[config.mk]
export PLATFORM = sky130hd
export DESIGN_NAME = ifu_top
export DESIGN_NICKNAME = d
export VERILOG_FILES = /design/src/ifu_axi_pkg.sv /design/src/ifu_isa_pkg.sv /design/src/fetch_pc_gen.sv /design/src/ifu_axi_master.sv /design/src/inst_predecode.sv /design/src/ifu_top.sv
export SDC_FILE = /design/constraint.sdc
export NUM_CORES = 1
export LEC_CHECK = 0
export ABC_AREA = 1
export BUFFER_PORTS_ARGS = -buffer_cell sky130_fd_sc_hd__clkbuf_2
export CORE_ASPECT_RATIO = 1.4
export CORE_MARGIN = 1.5
export CORE_UTILIZATION = 43
export DETAILED_ROUTE_END_ITERATION = 10
export PLACE_DENSITY = 0.65
export REMOVE_ABC_BUFFERS = 1
export SLEW_MARGIN = 15
export SYNTH_ARGS = -nofsm -noshare
export SYNTH_HDL_FRONTEND = slang
export SYNTH_SLANG_ARGS = --single-unit
[constraint.sdc]
create_clock -name clk -period 4.2 [get_ports clk]
set_input_delay 0.21 -clock clk [delete_from_list [all_inputs] [get_ports clk]]
set_output_delay 0.21 -clock clk [all_outputs]
set_load 0.005 [all_outputs]
[src/ifu_axi_pkg.sv]
// ~~~~~~~~~~~~~~~~~~~~~~~~~~~~~~
// AXI4 read-side constants for the fetch master
// single-beat reads only, 32-bit data bus
// fetch_q_depth must be a power of two, pointers wrap naturally
// ~~~~~~~~~~~~~~~~~~~~~~~~~~~~~~
`default_nettype none

package ifu_axi_pkg;

    localparam int axi_id_width   = 2;  // epoch id, wraps after 4 redirects
    localparam int axi_addr_width = 32;
    localparam int axi_data_width = 32;
    localparam int axi_user_width = 4;  // ARUSER tied off, RUSER ignored

    // fixed AR fields
    localparam logic [7:0] ar_len   = 8'd0;  // one beat
    localparam logic [2:0] ar_size  = 3'($clog2(axi_data_width / 8));  // 4 bytes
    localparam logic [1:0] ar_burst = 2'b01;  // INCR
    localparam logic [3:0] ar_cache = 4'b0010;  // normal non-cacheable non-bufferable

    localparam int fetch_q_depth = 4;  // max reads in flight

    // RRESP codes, bit 1 set means error
    typedef enum logic [1:0] {
        okay   = 2'b00,
        exokay = 2'b01,
        slverr = 2'b10,
        decerr = 2'b11
    } axi_resp_e;

endpackage

`default_nettype wire

[src/ifu_isa_pkg.sv]
// ~~~~~~~~~~~~~~~~~~~~~~~~~~~~~~
// RV32 fetch-side definitions
// no compressed instructions, all fetches are word aligned
// only JAL is acted on, other opcodes are informational
// ~~~~~~~~~~~~~~~~~~~~~~~~~~~~~~
`default_nettype none

package ifu_isa_pkg;

    localparam int inst_width = 32;
    localparam int pc_width   = 32;

    localparam logic [pc_width-1:0] reset_pc = 32'h0000_0000;  // first fetch address

    // major opcode sits in inst[6:0]
    localparam int opcode_width = 7;

    typedef enum logic [opcode_width-1:0] {
        op_op_imm = 7'b0010011,  // addi and friends
        op_lui    = 7'b0110111,
        op_branch = 7'b1100011,  // not predicted here
        op_jal    = 7'b1101111   // unconditional, redirects fetch
    } opcode_e;

    // JAL offset, bit 0 always zero
    // imm[20]    = inst[31]
    // imm[10:1]  = inst[30:21]
    // imm[11]    = inst[20]
    // imm[19:12] = inst[19:12]
    localparam int jal_imm_width = 21;

endpackage

`default_nettype wire

[src/fetch_pc_gen.sv]
// ~~~~~~~~~~~~~~~~~~~~~~~~~~~~~~
// fetch program counter
// steps by 4 per accepted AR, jump load wins over any stall
// jump targets are assumed word aligned
// ~~~~~~~~~~~~~~~~~~~~~~~~~~~~~~
`timescale 1ns/1ps
`default_nettype none

module fetch_pc_gen (
    input  logic                             clk,
    input  logic                             rst_n,
    input  logic                             pc_stall_i,     // AR not taken or queue full
    input  logic                             stall_i,        // downstream hold
    input  logic                             jump_i,         // one-cycle redirect pulse
    input  logic [ifu_isa_pkg::pc_width-1:0] jump_target_i,
    output logic [ifu_isa_pkg::pc_width-1:0] pc_o
);

    logic [ifu_isa_pkg::pc_width-1:0] pc_q;
    logic                             advance;

    // neither hold active means the AR at pc_q was accepted this cycle
    assign advance = !pc_stall_i && !stall_i;

    always_ff @(posedge clk) begin
        if (!rst_n) begin
            pc_q <= ifu_isa_pkg::reset_pc;
        end else if (jump_i) begin
            pc_q <= jump_target_i;  // redirect, old path dropped by epoch
        end else if (advance) begin
            pc_q <= pc_q + 32'd4;  // next sequential word
        end
    end

    assign pc_o = pc_q;  // drives ARADDR directly

    // target comes from predecode, checks the whole redirect path
    a_pc_aligned: assert property (
        @(posedge clk) disable iff (!rst_n)
        pc_o[1:0] == 2'b00
    ) else $error("fetch pc %08h not word aligned", pc_o);

endmodule

`default_nettype wire

[src/ifu_axi_master.sv]
// ~~~~~~~~~~~~~~~~~~~~~~~~~~~~~~
// AXI4 read master for instruction fetch
// single-beat, in-order slave assumed, ARVALID drops under stall
// ARID carries a redirect epoch; a stale beat from 4 redirects
// back would alias, the slave must not hold one that long
// ~~~~~~~~~~~~~~~~~~~~~~~~~~~~~~
`timescale 1ns/1ps
`default_nettype none

module ifu_axi_master (
    input  logic                                   clk,
    input  logic                                   rst_n,
    input  logic                                   stall_i,
    input  logic                                   jump_i,
    input  logic [ifu_isa_pkg::pc_width-1:0]       pc_i,
    output logic                                   resp_valid_o,
    output logic [ifu_isa_pkg::inst_width-1:0]     resp_data_o,
    output logic [ifu_isa_pkg::pc_width-1:0]       resp_addr_o,
    output logic                                   pc_stall_o,
    output logic                                   read_resp_error_o,
    // read address channel
    output logic [ifu_axi_pkg::axi_id_width-1:0]   m_axi_arid_o,
    output logic [ifu_axi_pkg::axi_addr_width-1:0] m_axi_araddr_o,
    output logic [7:0]                             m_axi_arlen_o,
    output logic [2:0]                             m_axi_arsize_o,
    output logic [1:0]                             m_axi_arburst_o,
    output logic                                   m_axi_arlock_o,
    output logic [3:0]                             m_axi_arcache_o,
    output logic [2:0]                             m_axi_arprot_o,
    output logic [3:0]                             m_axi_arqos_o,
    output logic [ifu_axi_pkg::axi_user_width-1:0] m_axi_aruser_o,
    output logic                                   m_axi_arvalid_o,
    input  logic                                   m_axi_arready_i,
    // read data channel
    input  logic [ifu_axi_pkg::axi_id_width-1:0]   m_axi_rid_i,
    input  logic [ifu_axi_pkg::axi_data_width-1:0] m_axi_rdata_i,
    input  logic [1:0]                             m_axi_rresp_i,
    input  logic                                   m_axi_rlast_i,
    input  logic [ifu_axi_pkg::axi_user_width-1:0] m_axi_ruser_i,
    input  logic                                   m_axi_rvalid_i,
    output logic                                   m_axi_rready_o
);

    localparam int q_ptr_w = $clog2(ifu_axi_pkg::fetch_q_depth);
    localparam int q_cnt_w = q_ptr_w + 1;  // holds 0..depth

    logic [ifu_axi_pkg::axi_id_width-1:0] epoch_q;  // current ARID
    logic                                 error_q;  // sticky
    logic [ifu_isa_pkg::pc_width-1:0]     addr_q [ifu_axi_pkg::fetch_q_depth];
    logic [q_ptr_w-1:0]                   rd_ptr_q;
    logic [q_ptr_w-1:0]                   wr_ptr_q;
    logic [q_cnt_w-1:0]                   count_q;

    logic                   q_empty;
    logic                   q_full;
    logic                   ar_hsk;
    logic                   r_hsk;
    logic                   id_hsk;  // beat of the current epoch
    logic                   resp_err;
    logic                   same_cycle;
    logic                   push;
    logic                   pop;
    ifu_axi_pkg::axi_resp_e rresp;

    assign q_empty = (count_q == '0);
    assign q_full  = (count_q == q_cnt_w'(ifu_axi_pkg::fetch_q_depth));

    assign ar_hsk = m_axi_arvalid_o && m_axi_arready_i;
    assign r_hsk  = m_axi_rvalid_i && m_axi_rready_o;
    assign id_hsk = r_hsk && (m_axi_rid_i == epoch_q);  // stale ids fall out here

    assign rresp    = ifu_axi_pkg::axi_resp_e'(m_axi_rresp_i);
    assign resp_err = (rresp == ifu_axi_pkg::slverr) || (rresp == ifu_axi_pkg::decerr);

    // empty queue, addr taken and answered in one cycle, bypass the queue
    assign same_cycle = ar_hsk && id_hsk && q_empty;
    assign push       = ar_hsk && !same_cycle;
    assign pop        = id_hsk && !q_empty;  // error beats pop too, keeps order

    // AR channel, fixed single-beat word reads
    assign m_axi_arid_o    = epoch_q;
    assign m_axi_araddr_o  = pc_i;
    assign m_axi_arlen_o   = ifu_axi_pkg::ar_len;
    assign m_axi_arsize_o  = ifu_axi_pkg::ar_size;
    assign m_axi_arburst_o = ifu_axi_pkg::ar_burst;
    assign m_axi_arlock_o  = 1'b0;
    assign m_axi_arcache_o = ifu_axi_pkg::ar_cache;
    assign m_axi_arprot_o  = 3'b100;  // instruction, secure, unprivileged
    assign m_axi_arqos_o   = 4'h0;
    assign m_axi_aruser_o  = '0;
    assign m_axi_arvalid_o = !stall_i && !q_full;
    assign m_axi_rready_o  = !stall_i;

    assign pc_stall_o = (m_axi_arvalid_o && !m_axi_arready_i) || q_full;

    // response side, data straight from the bus
    assign resp_valid_o      = id_hsk && !resp_err;
    assign resp_data_o       = m_axi_rdata_i;
    assign resp_addr_o       = same_cycle ? pc_i : addr_q[rd_ptr_q];
    assign read_resp_error_o = error_q;

    always_ff @(posedge clk) begin
        if (!rst_n) begin
            epoch_q  <= '0;
            error_q  <= 1'b0;
            rd_ptr_q <= '0;
            wr_ptr_q <= '0;
            count_q  <= '0;
        end else begin
            if (id_hsk && resp_err) begin
                error_q <= 1'b1;  // stays until reset
            end
            if (jump_i) begin
                epoch_q  <= epoch_q + 1'b1;  // in-flight reads become stale
                rd_ptr_q <= '0;
                wr_ptr_q <= '0;
                count_q  <= '0;
            end else begin
                if (push) begin
                    wr_ptr_q <= wr_ptr_q + 1'b1;
                end
                if (pop) begin
                    rd_ptr_q <= rd_ptr_q + 1'b1;
                end
                case ({push, pop})
                    2'b10:   count_q <= count_q + 1'b1;
                    2'b01:   count_q <= count_q - 1'b1;
                    default: count_q <= count_q;  // none, or push and pop together
                endcase
            end
        end
    end

    // issued addresses, oldest at rd_ptr_q
    always_ff @(posedge clk) begin
        if (push) begin
            addr_q[wr_ptr_q] <= pc_i;
        end
    end

    a_q_bound: assert property (
        @(posedge clk) disable iff (!rst_n)
        count_q <= q_cnt_w'(ifu_axi_pkg::fetch_q_depth)
    ) else $error("fetch queue count %0d over depth", count_q);

    // a current-epoch beat needs a queued address or the one issued now
    a_resp_has_addr: assert property (
        @(posedge clk) disable iff (!rst_n)
        id_hsk && q_empty |-> ar_hsk
    ) else $error("response id %0d with no outstanding read", m_axi_rid_i);

    // slave keeps to single beats with defined sideband
    a_single_beat: assert property (
        @(posedge clk) disable iff (!rst_n)
        r_hsk |-> m_axi_rlast_i && !$isunknown(m_axi_ruser_i)
    ) else $error("R beat without RLAST or with unknown RUSER");

endmodule

`default_nettype wire

[src/inst_predecode.sv]
// ~~~~~~~~~~~~~~~~~~~~~~~~~~~~~~
// predecode and output register
// spots JAL only, redirect pulse is combinational from the beat
// register holds while stall_i is high
// ~~~~~~~~~~~~~~~~~~~~~~~~~~~~~~
`timescale 1ns/1ps
`default_nettype none

module inst_predecode (
    input  logic                               clk,
    input  logic                               rst_n,
    input  logic                               stall_i,
    input  logic                               resp_valid_i,  // good beat, current epoch
    input  logic [ifu_isa_pkg::inst_width-1:0] resp_data_i,
    input  logic [ifu_isa_pkg::pc_width-1:0]   resp_addr_i,
    output logic                               jump_o,
    output logic [ifu_isa_pkg::pc_width-1:0]   jump_target_o,
    output logic                               inst_valid_o,
    output logic [ifu_isa_pkg::inst_width-1:0] inst_o,
    output logic [ifu_isa_pkg::pc_width-1:0]   inst_pc_o
);

    localparam int sext_w = ifu_isa_pkg::pc_width - ifu_isa_pkg::jal_imm_width;

    ifu_isa_pkg::opcode_e                    opcode;
    logic [ifu_isa_pkg::jal_imm_width-1:0]   jal_imm;
    logic [ifu_isa_pkg::pc_width-1:0]        jal_offset;
    logic                                    valid_q;
    logic [ifu_isa_pkg::inst_width-1:0]      inst_q;
    logic [ifu_isa_pkg::pc_width-1:0]        pc_q;

    // major opcode from the low bits
    assign opcode = ifu_isa_pkg::opcode_e'(resp_data_i[ifu_isa_pkg::opcode_width-1:0]);

    // J-type immediate, bits scattered over the word
    assign jal_imm = {
        resp_data_i[31],     // imm[20]
        resp_data_i[19:12],  // imm[19:12]
        resp_data_i[20],     // imm[11]
        resp_data_i[30:21],  // imm[10:1]
        1'b0
    };

    // sign extend to pc width
    assign jal_offset = {{sext_w{jal_imm[ifu_isa_pkg::jal_imm_width-1]}}, jal_imm};

    // redirect in the accept cycle, pc and epoch move on this edge
    assign jump_o        = resp_valid_i && (opcode == ifu_isa_pkg::op_jal);
    assign jump_target_o = resp_addr_i + jal_offset;  // pc-relative

    always_ff @(posedge clk) begin
        if (!rst_n) begin
            valid_q <= 1'b0;
        end else if (!stall_i) begin
            valid_q <= resp_valid_i;  // one-cycle pulse per beat
        end
    end

    // payload, only loads on a taken beat
    always_ff @(posedge clk) begin
        if (resp_valid_i && !stall_i) begin
            inst_q <= resp_data_i;
            pc_q   <= resp_addr_i;
        end
    end

    assign inst_valid_o = valid_q;
    assign inst_o       = inst_q;
    assign inst_pc_o    = pc_q;

    // epoch flip must kill the beat right after a jump
    a_jump_single: assert property (
        @(posedge clk) disable iff (!rst_n)
        jump_o |=> !jump_o
    ) else $error("jump pulse two cycles in a row at %08h", resp_addr_i);

endmodule

`default_nettype wire

[src/ifu_top.sv]
// ~~~~~~~~~~~~~~~~~~~~~~~~~~~~~~
// fetch front end top
// AXI4 read master port plus a valid/stall instruction port
// fetch_error_o is sticky until reset
// ~~~~~~~~~~~~~~~~~~~~~~~~~~~~~~
`timescale 1ns/1ps
`default_nettype none

module ifu_top (
    input  logic                                   clk,
    input  logic                                   rst_n,
    input  logic                                   stall_i,
    // read address channel
    output logic [ifu_axi_pkg::axi_id_width-1:0]   m_axi_arid_o,
    output logic [ifu_axi_pkg::axi_addr_width-1:0] m_axi_araddr_o,
    output logic [7:0]                             m_axi_arlen_o,
    output logic [2:0]                             m_axi_arsize_o,
    output logic [1:0]                             m_axi_arburst_o,
    output logic                                   m_axi_arlock_o,
    output logic [3:0]                             m_axi_arcache_o,
    output logic [2:0]                             m_axi_arprot_o,
    output logic [3:0]                             m_axi_arqos_o,
    output logic [ifu_axi_pkg::axi_user_width-1:0] m_axi_aruser_o,
    output logic                                   m_axi_arvalid_o,
    input  logic                                   m_axi_arready_i,
    // read data channel
    input  logic [ifu_axi_pkg::axi_id_width-1:0]   m_axi_rid_i,
    input  logic [ifu_axi_pkg::axi_data_width-1:0] m_axi_rdata_i,
    input  logic [1:0]                             m_axi_rresp_i,
    input  logic                                   m_axi_rlast_i,
    input  logic [ifu_axi_pkg::axi_user_width-1:0] m_axi_ruser_i,
    input  logic                                   m_axi_rvalid_i,
    output logic                                   m_axi_rready_o,
    // downstream
    output logic                                   inst_valid_o,
    output logic [ifu_isa_pkg::inst_width-1:0]     inst_o,
    output logic [ifu_isa_pkg::pc_width-1:0]       inst_pc_o,
    output logic                                   fetch_error_o
);

    logic [ifu_isa_pkg::pc_width-1:0]   pc;
    logic                               pc_stall;
    logic                               jump;  // redirect pulse
    logic [ifu_isa_pkg::pc_width-1:0]   jump_target;
    logic                               resp_valid;
    logic [ifu_isa_pkg::inst_width-1:0] resp_data;
    logic [ifu_isa_pkg::pc_width-1:0]   resp_addr;

    fetch_pc_gen u_pc_gen (
        .clk          (clk),
        .rst_n        (rst_n),
        .pc_stall_i   (pc_stall),
        .stall_i      (stall_i),
        .jump_i       (jump),
        .jump_target_i(jump_target),
        .pc_o         (pc)
    );

    ifu_axi_master u_axi_master (
        .clk(clk), .rst_n(rst_n), .stall_i(stall_i), .jump_i(jump), .pc_i(pc),
        .resp_valid_o(resp_valid), .resp_data_o(resp_data), .resp_addr_o(resp_addr),
        .pc_stall_o(pc_stall), .read_resp_error_o(fetch_error_o),
        .m_axi_arid_o(m_axi_arid_o), .m_axi_araddr_o(m_axi_araddr_o),
        .m_axi_arlen_o(m_axi_arlen_o), .m_axi_arsize_o(m_axi_arsize_o),
        .m_axi_arburst_o(m_axi_arburst_o), .m_axi_arlock_o(m_axi_arlock_o),
        .m_axi_arcache_o(m_axi_arcache_o), .m_axi_arprot_o(m_axi_arprot_o),
        .m_axi_arqos_o(m_axi_arqos_o), .m_axi_aruser_o(m_axi_aruser_o),
        .m_axi_arvalid_o(m_axi_arvalid_o), .m_axi_arready_i(m_axi_arready_i),
        .m_axi_rid_i(m_axi_rid_i), .m_axi_rdata_i(m_axi_rdata_i),
        .m_axi_rresp_i(m_axi_rresp_i), .m_axi_rlast_i(m_axi_rlast_i),
        .m_axi_ruser_i(m_axi_ruser_i), .m_axi_rvalid_i(m_axi_rvalid_i),
        .m_axi_rready_o(m_axi_rready_o)
    );

    inst_predecode u_predecode (
        .clk(clk), .rst_n(rst_n), .stall_i(stall_i),
        .resp_valid_i(resp_valid), .resp_data_i(resp_data), .resp_addr_i(resp_addr),
        .jump_o(jump), .jump_target_o(jump_target),
        .inst_valid_o(inst_valid_o), .inst_o(inst_o), .inst_pc_o(inst_pc_o)
    );

endmodule

`default_nettype wire

==> flow_summary.json, run 1 <==
{
  "synth_top_cell_by_area": "edfxtp_1",
  "initial_core_util_pct": 43.5,
  "hp-class": "primary input to register",
  "die_h_microns": 201,
  "slew_viol_final": 0,
  "final_cells": 1851,
  "mostFrequentLayoutCell": "nand2_1",
  "slowest_delay_ns": 0.43,
  "grt_pass1_vias": 9176,
  "finalHoldViolations": 0,
  "end_kind": "register",
  "drt-met1-wl_microns": 12900,
  "synth_top_area_share_pct": 48.1,
  "nNetsFinal": 1547,
  "cp.required_ns": 4.68,
  "cts.sinks": 237,
  "antenna_found_initial": 1,
  "root_buffer": "clkbuf_16",
  "yosysWarnings": 0,
  "seqPwrFrac_pct": 49.0,
  "power_mw": 5.40,
  "grt_max_degree": 67,
  "pwr-share-clk_pct": 39.8,
  "top_layer": "met4",
  "crit_arrival_ns": 4.33,
  "synth_edf_count": 192,
  "netlist_instances": 1279,
  "nFillCells": 2592,
  "timing.rr.end": "u_pc_gen.pc_o[24]",
  "ant_nets": 0,
  "synth.avg_cell_area_sq_um": 9.37,
  "status": "finished clean",
  "dr_wl_met3_microns": 1500,
  "fin_skew_ns": 0.0260,
  "synth_area_leaders": "edfxtp_1 (48%), nand2_1 (7.8%), dfxtp_1 (7.5%)",
  "via_per_inst": 5.24,
  "grt_pass1_wl_microns": 51000,
  "vias": 9691,
  "overflow": 0,
  "slowest_stage": "ha_1",
  "synth_seq_area_share_pct": 55.6,
  "dp_hpwl_microns": 23600,
  "drc": 0,
  "p_int_mw": 4.05,
  "wl_met2_microns": 17200,
  "cts_htree_levels": 1,
  "cts_buffers": 24,
  "reg2reg_depth": 17,
  "clock_latency_ns": 0.54,
  "worstMarginPinSlew_ns": 0.900,
  "ys_ff_latch": 237,
  "first_pass_iters": 5,
  "drv_cap": 0,
  "cts_tree": "done",
  "timing.rr.start": "u_axi_master.m_axi_arid_o[0]",
  "coreArea_sq_um": 27600,
  "power.density_nw_per_um2": 380,
  "drive_gt1_share_pct": 16.7,
  "slew-limit-headroom_pct": 40.0,
  "synth_area_sq_um": 12000,
  "switching_share_pct": 25.1,
  "holdWs_ns": 0.209,
  "area_growth_syn_to_layout_pct": 18.7,
  "num_rows": 72,
  "layout_common_cells": "nand2_1 (249), edfxtp_1 (192), clkbuf_2 (141), inv_1 (127), o21ai_0 (114)",
  "setup_viol": 0,
  "place.port_buffers": 141,
  "gp_congestion": 0.927,
  "hp-start": "m_axi_rdata_i[31]",
  "finalCritPeriodShare_pct": 91.7,
  "whs_endpoint": "u_predecode.inst_o[31]",
  "max-vdd-ir-drop_v": 0.000311,
  "p_leak_nw": 5.87,
  "synthFlopType": "edfxtp_1",
  "grt_use_total_pct": 23.2,
  "grt_setup_unrepaired": "no",
  "cts.clk_slew.worst_paths_ns": 0.06,
  "num_io_pins": 177,
  "wirelength_microns": 33400,
  "setup-tns-final_ns": 0,
  "combPwrFrac_pct": 11.1,
  "min_path_cells": 1,
  "die_area_sq_um": 28900,
  "fmax_mhz": 260,
  "path_class": "register to register",
  "fin_crit_ns": 3.85,
  "wl_per_cell_microns": 18.1,
  "p_switching_mw": 1.36,
  "cts.path.max_buffers": 3,
  "postSynth.asyncResetShare_pct": 0,
  "drt_iter0_drc": 677,
  "post-cts-setup-buffers": 0,
  "die_width_microns": 144,
  "crit_chain": "inv_1 -> nand2_1 -> nand3_1 -> nor2_1 -> nand2_4 -> buf_4 -> o21ai_0 -> inv_1 -> ha_1 -> nand2_1 -> nor2_1 -> inv_1 -> nor3_1 -> nand3_1 -> nand4_1 -> nand3_1 -> a21oi_1",
  "dp_cells": 1774,
  "worstSetupStartpointType": "register",
  "crit_fanout": 25,
  "rrSetupSlack_ns": 0.35,
  "synthDistinctLibCells": 48
}
-- power by group through the flow --
stage	combinational, mW	sequential [mW]	clock, mW
final	0.601	2.65	2.15
after CTS	0.600	2.65	2.19
after global routing	0.672	2.66	2.28
after global placement	0.566	2.70	0
after detailed placement	0.571	2.70	0
after floorplan	0.358	2.69	0
-- flip-flops by register name, indices dropped and copies added, names as in the netlist, 2 cells and up, named ones only --
| register | flops |
|---|---|
| u_axi_master.addr_q | 128 |
| u_axi_master.wr_ptr_q | 2 |
| u_pc_gen.pc_o | 32 |
| u_predecode.inst_pc_o | 32 |
| u_axi_master.count_q | 3 |
| u_predecode.inst_o | 32 |
| u_axi_master.m_axi_arid_o | 2 |
| u_axi_master.rd_ptr_q | 2 |
-- what timing repair did --
action,4_1_cts,5_1_grt
hold buffers,33,0
resized for setup,0,1
setup endpoints to repair,0,7
endpoints found under the hold margin,33,0
-- final cells by class --
class,instances,area [sq um],area share (%)
clock inverter,11,128,0.897
timing repair buffer,199,1250,8.77
clock buffer,32,661,4.64
sequential,237,6670,46.8
inverter,134,503,3.53
multi-input combinational,867,4560,32.0
tap,370,463,3.25
antenna,1,2.50,0.0176
-- kinds of logic (layout without fill, tap and decap cells) --
family	count (synthesis)	in the layout	share of synthesized area, %
buf+inv	202	376	7.40
fa+ha+maj	38	38	4.09
other cells	2	30	0.0626
xor+xnor	23	23	1.68
flops	237	237	55.6
simple gates	495	495	18.2
compound gates	282	282	13.0
-- layer usage --
| metal | GRT usage, % | vias to the layer above |
|---|---|---|
| li1 | - | 4726 |
| met1 | 27.4 | 4580 |
| met2 | 41.0 | 300 |
| met3 | 2.24 | 85 |
| met4 | 12.2 | 0 |
| met5 | 0 | - |
-- how the worst max path moves through the flow --
stage / from / endpoint / slack (ns) / cells past startpoint
after floorplan: u_axi_master.m_axi_arid_o[1] / u_pc_gen.pc_o[24] / -0.93 / 9
after global placement: u_axi_master.m_axi_arid_o[0] / u_pc_gen.pc_o[24] / 0.23 / 17
after detailed placement: u_axi_master.m_axi_arid_o[0] / u_pc_gen.pc_o[24] / 0.25 / 17
after CTS: u_axi_master.m_axi_arid_o[0] / u_pc_gen.pc_o[24] / 0.23 / 17
after global routing: u_axi_master.m_axi_arid_o[0] / u_pc_gen.pc_o[30] / 0.07 / 17
final: u_axi_master.m_axi_arid_o[0] / u_pc_gen.pc_o[24] / 0.35 / 17
-- cells in the mapped netlist, types with 2 or more instances --
cell	instances
nand4_1	14
nand3b_1	4
clkbuf_1	28
a22o_1	2
nand3_1	59
nand2_1	250
ha_1	36
xnor2_1	5
nand3_2	3
o221ai_1	15
or2_2	7
a21o_1	2
inv_2	6
buf_2	7
nand2_2	6
dfxtp_1	45
and2_1	2
inv_1	127
nor2_4	3
edfxtp_1	192
nor2_2	5
nor3_1	16
buf_4	32
nor2_1	112
o211ai_1	3
o21ai_0	114
nand2_4	2
a21oi_1	108
a31oi_1	5
fa_1	2
nor4_1	3
a22oi_1	13
o21a_1	3
nor3_2	4
conb_1	2
o21bai_1	6
o21ai_1	8
xor2_1	18
-- worst max-delay path: cells and delay by family, from the launching register on --
family | cells | cell delay (ns)
compound gates | 2 | 0.57
fa+ha+maj | 1 | 0.43
buf+inv | 4 | 0.52
flops | 1 | 0.37
simple gates | 10 | 1.87
-- metrics by stage --
step           cell area (sq um)  setup WS (ns)  util [%]
2_1_floorplan              11700         -0.928         -
3_3_place_gp               13100          0.232      47.5
3_5_place_dp               13100          0.252      47.5
4_1_cts                    14200          0.226      51.6
5_1_grt                    14200         0.0663      51.6
6_report                   14200          0.350      51.6
Note: power is estimated with default switching activity, not from simulation.
==> run 2: changes to the inputs <==
--- a/config.mk
+++ b/config.mk
@@ -9,9 +9,9 @@
 export BUFFER_PORTS_ARGS = -buffer_cell sky130_fd_sc_hd__clkbuf_2
 export CORE_ASPECT_RATIO = 1.4
 export CORE_MARGIN = 1.5
-export CORE_UTILIZATION = 43
+export CORE_UTILIZATION = 52
 export DETAILED_ROUTE_END_ITERATION = 10
-export PLACE_DENSITY = 0.65
+export PLACE_DENSITY = 0.77
 export REMOVE_ABC_BUFFERS = 1
 export SLEW_MARGIN = 15
 export SYNTH_ARGS = -nofsm -noshare
==> flow_summary.json, run 2 (synthesized netlist as in run 1, its figures left out) <==
{
  "power.density_nw_per_um2": 376,
  "overflow": 0,
  "final_cells": 1790,
  "largest-register": "u_axi_master.addr_q",
  "p_switching_mw": 1.36,
  "via_per_inst": 5.51,
  "p_int_mw": 3.97,
  "timing.rr.start": "u_axi_master.m_axi_arid_o[0]",
  "combPwrFrac_pct": 11.5,
  "die_area_sq_um": 24000,
  "drc": 0,
  "p_leak_nw": 5.89,
  "cts_tree": "done",
  "worstMarginPinSlew_ns": 0.897,
  "clock_latency_ns": 0.53,
  "finalHoldViolations": 0,
  "cp_num_buf_inv": 2,
  "status": "finished clean",
  "fin_skew_ns": 0.0134,
  "crit_chain": "inv_1 -> nand2_1 -> nand3_1 -> nor2_1 -> nand2_2 -> buf_12 -> o21ai_0 -> ha_1 -> nand2_1 -> nand2_1 -> o21bai_1 -> nand2_1 -> nand2_1 -> a21oi_1 -> nand2_1 -> nand2_1 -> nand3_1 -> nand2_1 -> a21oi_1",
  "cts_htree_levels": 1,
  "grt_max_degree": 67,
  "num_io_pins": 177,
  "fin_crit_ns": 3.57,
  "cp_common_cell": "nand2_1",
  "grt_pass1_wl_microns": 51300,
  "rrSetupSlack_ns": 0.63,
  "wirelength_microns": 33100,
  "max-vdd-ir-drop_v": 0.000316,
  "path_class": "register to register",
  "finalCritPeriodShare_pct": 85.0,
  "num_rows": 65,
  "crit_family": "simple AND/OR/NAND/NOR gates",
  "post-cts-setup-buffers": 0,
  "seqCellArea_sq_um": 6670,
  "setup_viol": 0,
  "place_ws_ns": 0.719,
  "switching_share_pct": 25.5,
  "cts.sinks": 237,
  "gp_congestion": 0.964,
  "reg2reg_depth": 19,
  "drt_iter0_drc": 836,
  "holdWs_ns": 0.238,
  "root_buffer": "clkbuf_16",
  "slowest_delay_ns": 0.54,
  "seqPwrFrac_pct": 49.6,
  "end_kind": "register",
  "slew_viol_final": 0,
  "diodes": 0,
  "min_path_cells": 1,
  "first_pass_iters": 6,
  "worstSetupStartpointType": "register",
  "cts.path.max_buffers": 3,
  "setup_ws_ns": 0.630,
  "grt_pass1_vias": 9635,
  "wl_per_cell_microns": 18.5,
  "grt_setup_unrepaired": "no",
  "hp-class": "primary input to register",
  "dp_cells": 1714,
  "ant_nets": 0,
  "initial_core_util_pct": 53.0,
  "whs_endpoint": "u_predecode.inst_o[31]",
  "antenna_found_initial": 0,
  "drive_gt1_share_pct": 17.1,
  "layout_common_cells": "nand2_1 (249), edfxtp_1 (192), clkbuf_2 (141), inv_1 (127), o21ai_0 (114)",
  "largest_reg_flops": 128,
  "multi_input_area_sq_um": 4550,
  "place.port_buffers": 141,
  "ctsResizeCount": 0,
  "die_width_microns": 131,
  "slowest_stage": "o21ai_0",
  "hp-start": "m_axi_rdata_i[31]",
  "vias": 9870,
  "area_growth_syn_to_layout_pct": 18.2,
  "grt_use_total_pct": 27.4,
  "mostFrequentLayoutCell": "nand2_1",
  "cts_buffers": 24,
  "cp.required_ns": 4.60,
  "fmax_mhz": 280,
  "nNetsFinal": 1556,
  "coreArea_sq_um": 22600,
  "timing.rr.end": "u_pc_gen.pc_o[29]",
  "pwr-share-clk_pct": 38.9,
  "crit_arrival_ns": 3.97,
  "slew-limit-headroom_pct": 40.2,
  "cts.clk_slew.worst_paths_ns": 0.07,
  "die_h_microns": 183,
  "dp_hpwl_microns": 23300,
  "crit_fanout": 37,
  "drv_cap": 0,
  "nFillCells": 1897
}
[run 2: worst max path at each step]
stage	from	to	depth (start not counted)
3_3_place_gp	u_axi_master.m_axi_arid_o[1]	u_pc_gen.pc_o[29]	19
2_1_floorplan	u_axi_master.m_axi_arid_o[1]	u_pc_gen.pc_o[24]	9
5_1_grt	u_axi_master.m_axi_arid_o[0]	u_pc_gen.pc_o[30]	17
4_1_cts	u_axi_master.m_axi_arid_o[0]	u_pc_gen.pc_o[29]	19
6_report	u_axi_master.m_axi_arid_o[0]	u_pc_gen.pc_o[29]	19
3_5_place_dp	u_axi_master.m_axi_arid_o[0]	u_pc_gen.pc_o[29]	19
[run 2: through the flow]
step           power [mW]  util [%]  area, sq um  TNS (ns)
3_3_place_gp         3.25      57.8        13100         0
6_report             5.32      62.7        14200         0
2_1_floorplan        3.05         -        11700    -31.06
4_1_cts              5.33      62.7        14200         0
5_1_grt              5.50      62.7        14200         0
3_5_place_dp         3.27      57.8        13100         0
[run 2: final cells by class]
cell class / count / share of cell area [%]
sequential: 237 / 47.1
multi-input combinational: 867 / 32.2
timing repair buffer: 208 / 9.20
clock buffer: 28 / 4.50
inverter: 134 / 3.55
tap: 301 / 2.66
clock inverter: 15 / 0.866
[run 2: what timing repair did]
item	CTS	global route
setup endpoints to repair	0	0
hold buffers	33	0
hold endpoints to repair	33	0
[run 2: per-layer routing]
metal	vias up	track usage, %	share of wire (%)
met4	0	15.6	5.2
met3	112	3.17	5.7
li1	4734	-	-
met1	4610	31.2	38
met2	414	49.9	51
met5	-	0	0
[run 2: power groups by stage]
| stage | clock [mW] | combinational, mW | sequential [mW] |
|---|---|---|---|
| CTS | 2.09 | 0.605 | 2.64 |
| floorplan | 0 | 0.358 | 2.69 |
| global placement | 0 | 0.564 | 2.69 |
| finish | 2.07 | 0.612 | 2.64 |
| detailed placement | 0 | 0.575 | 2.69 |
| global route | 2.18 | 0.681 | 2.65 |
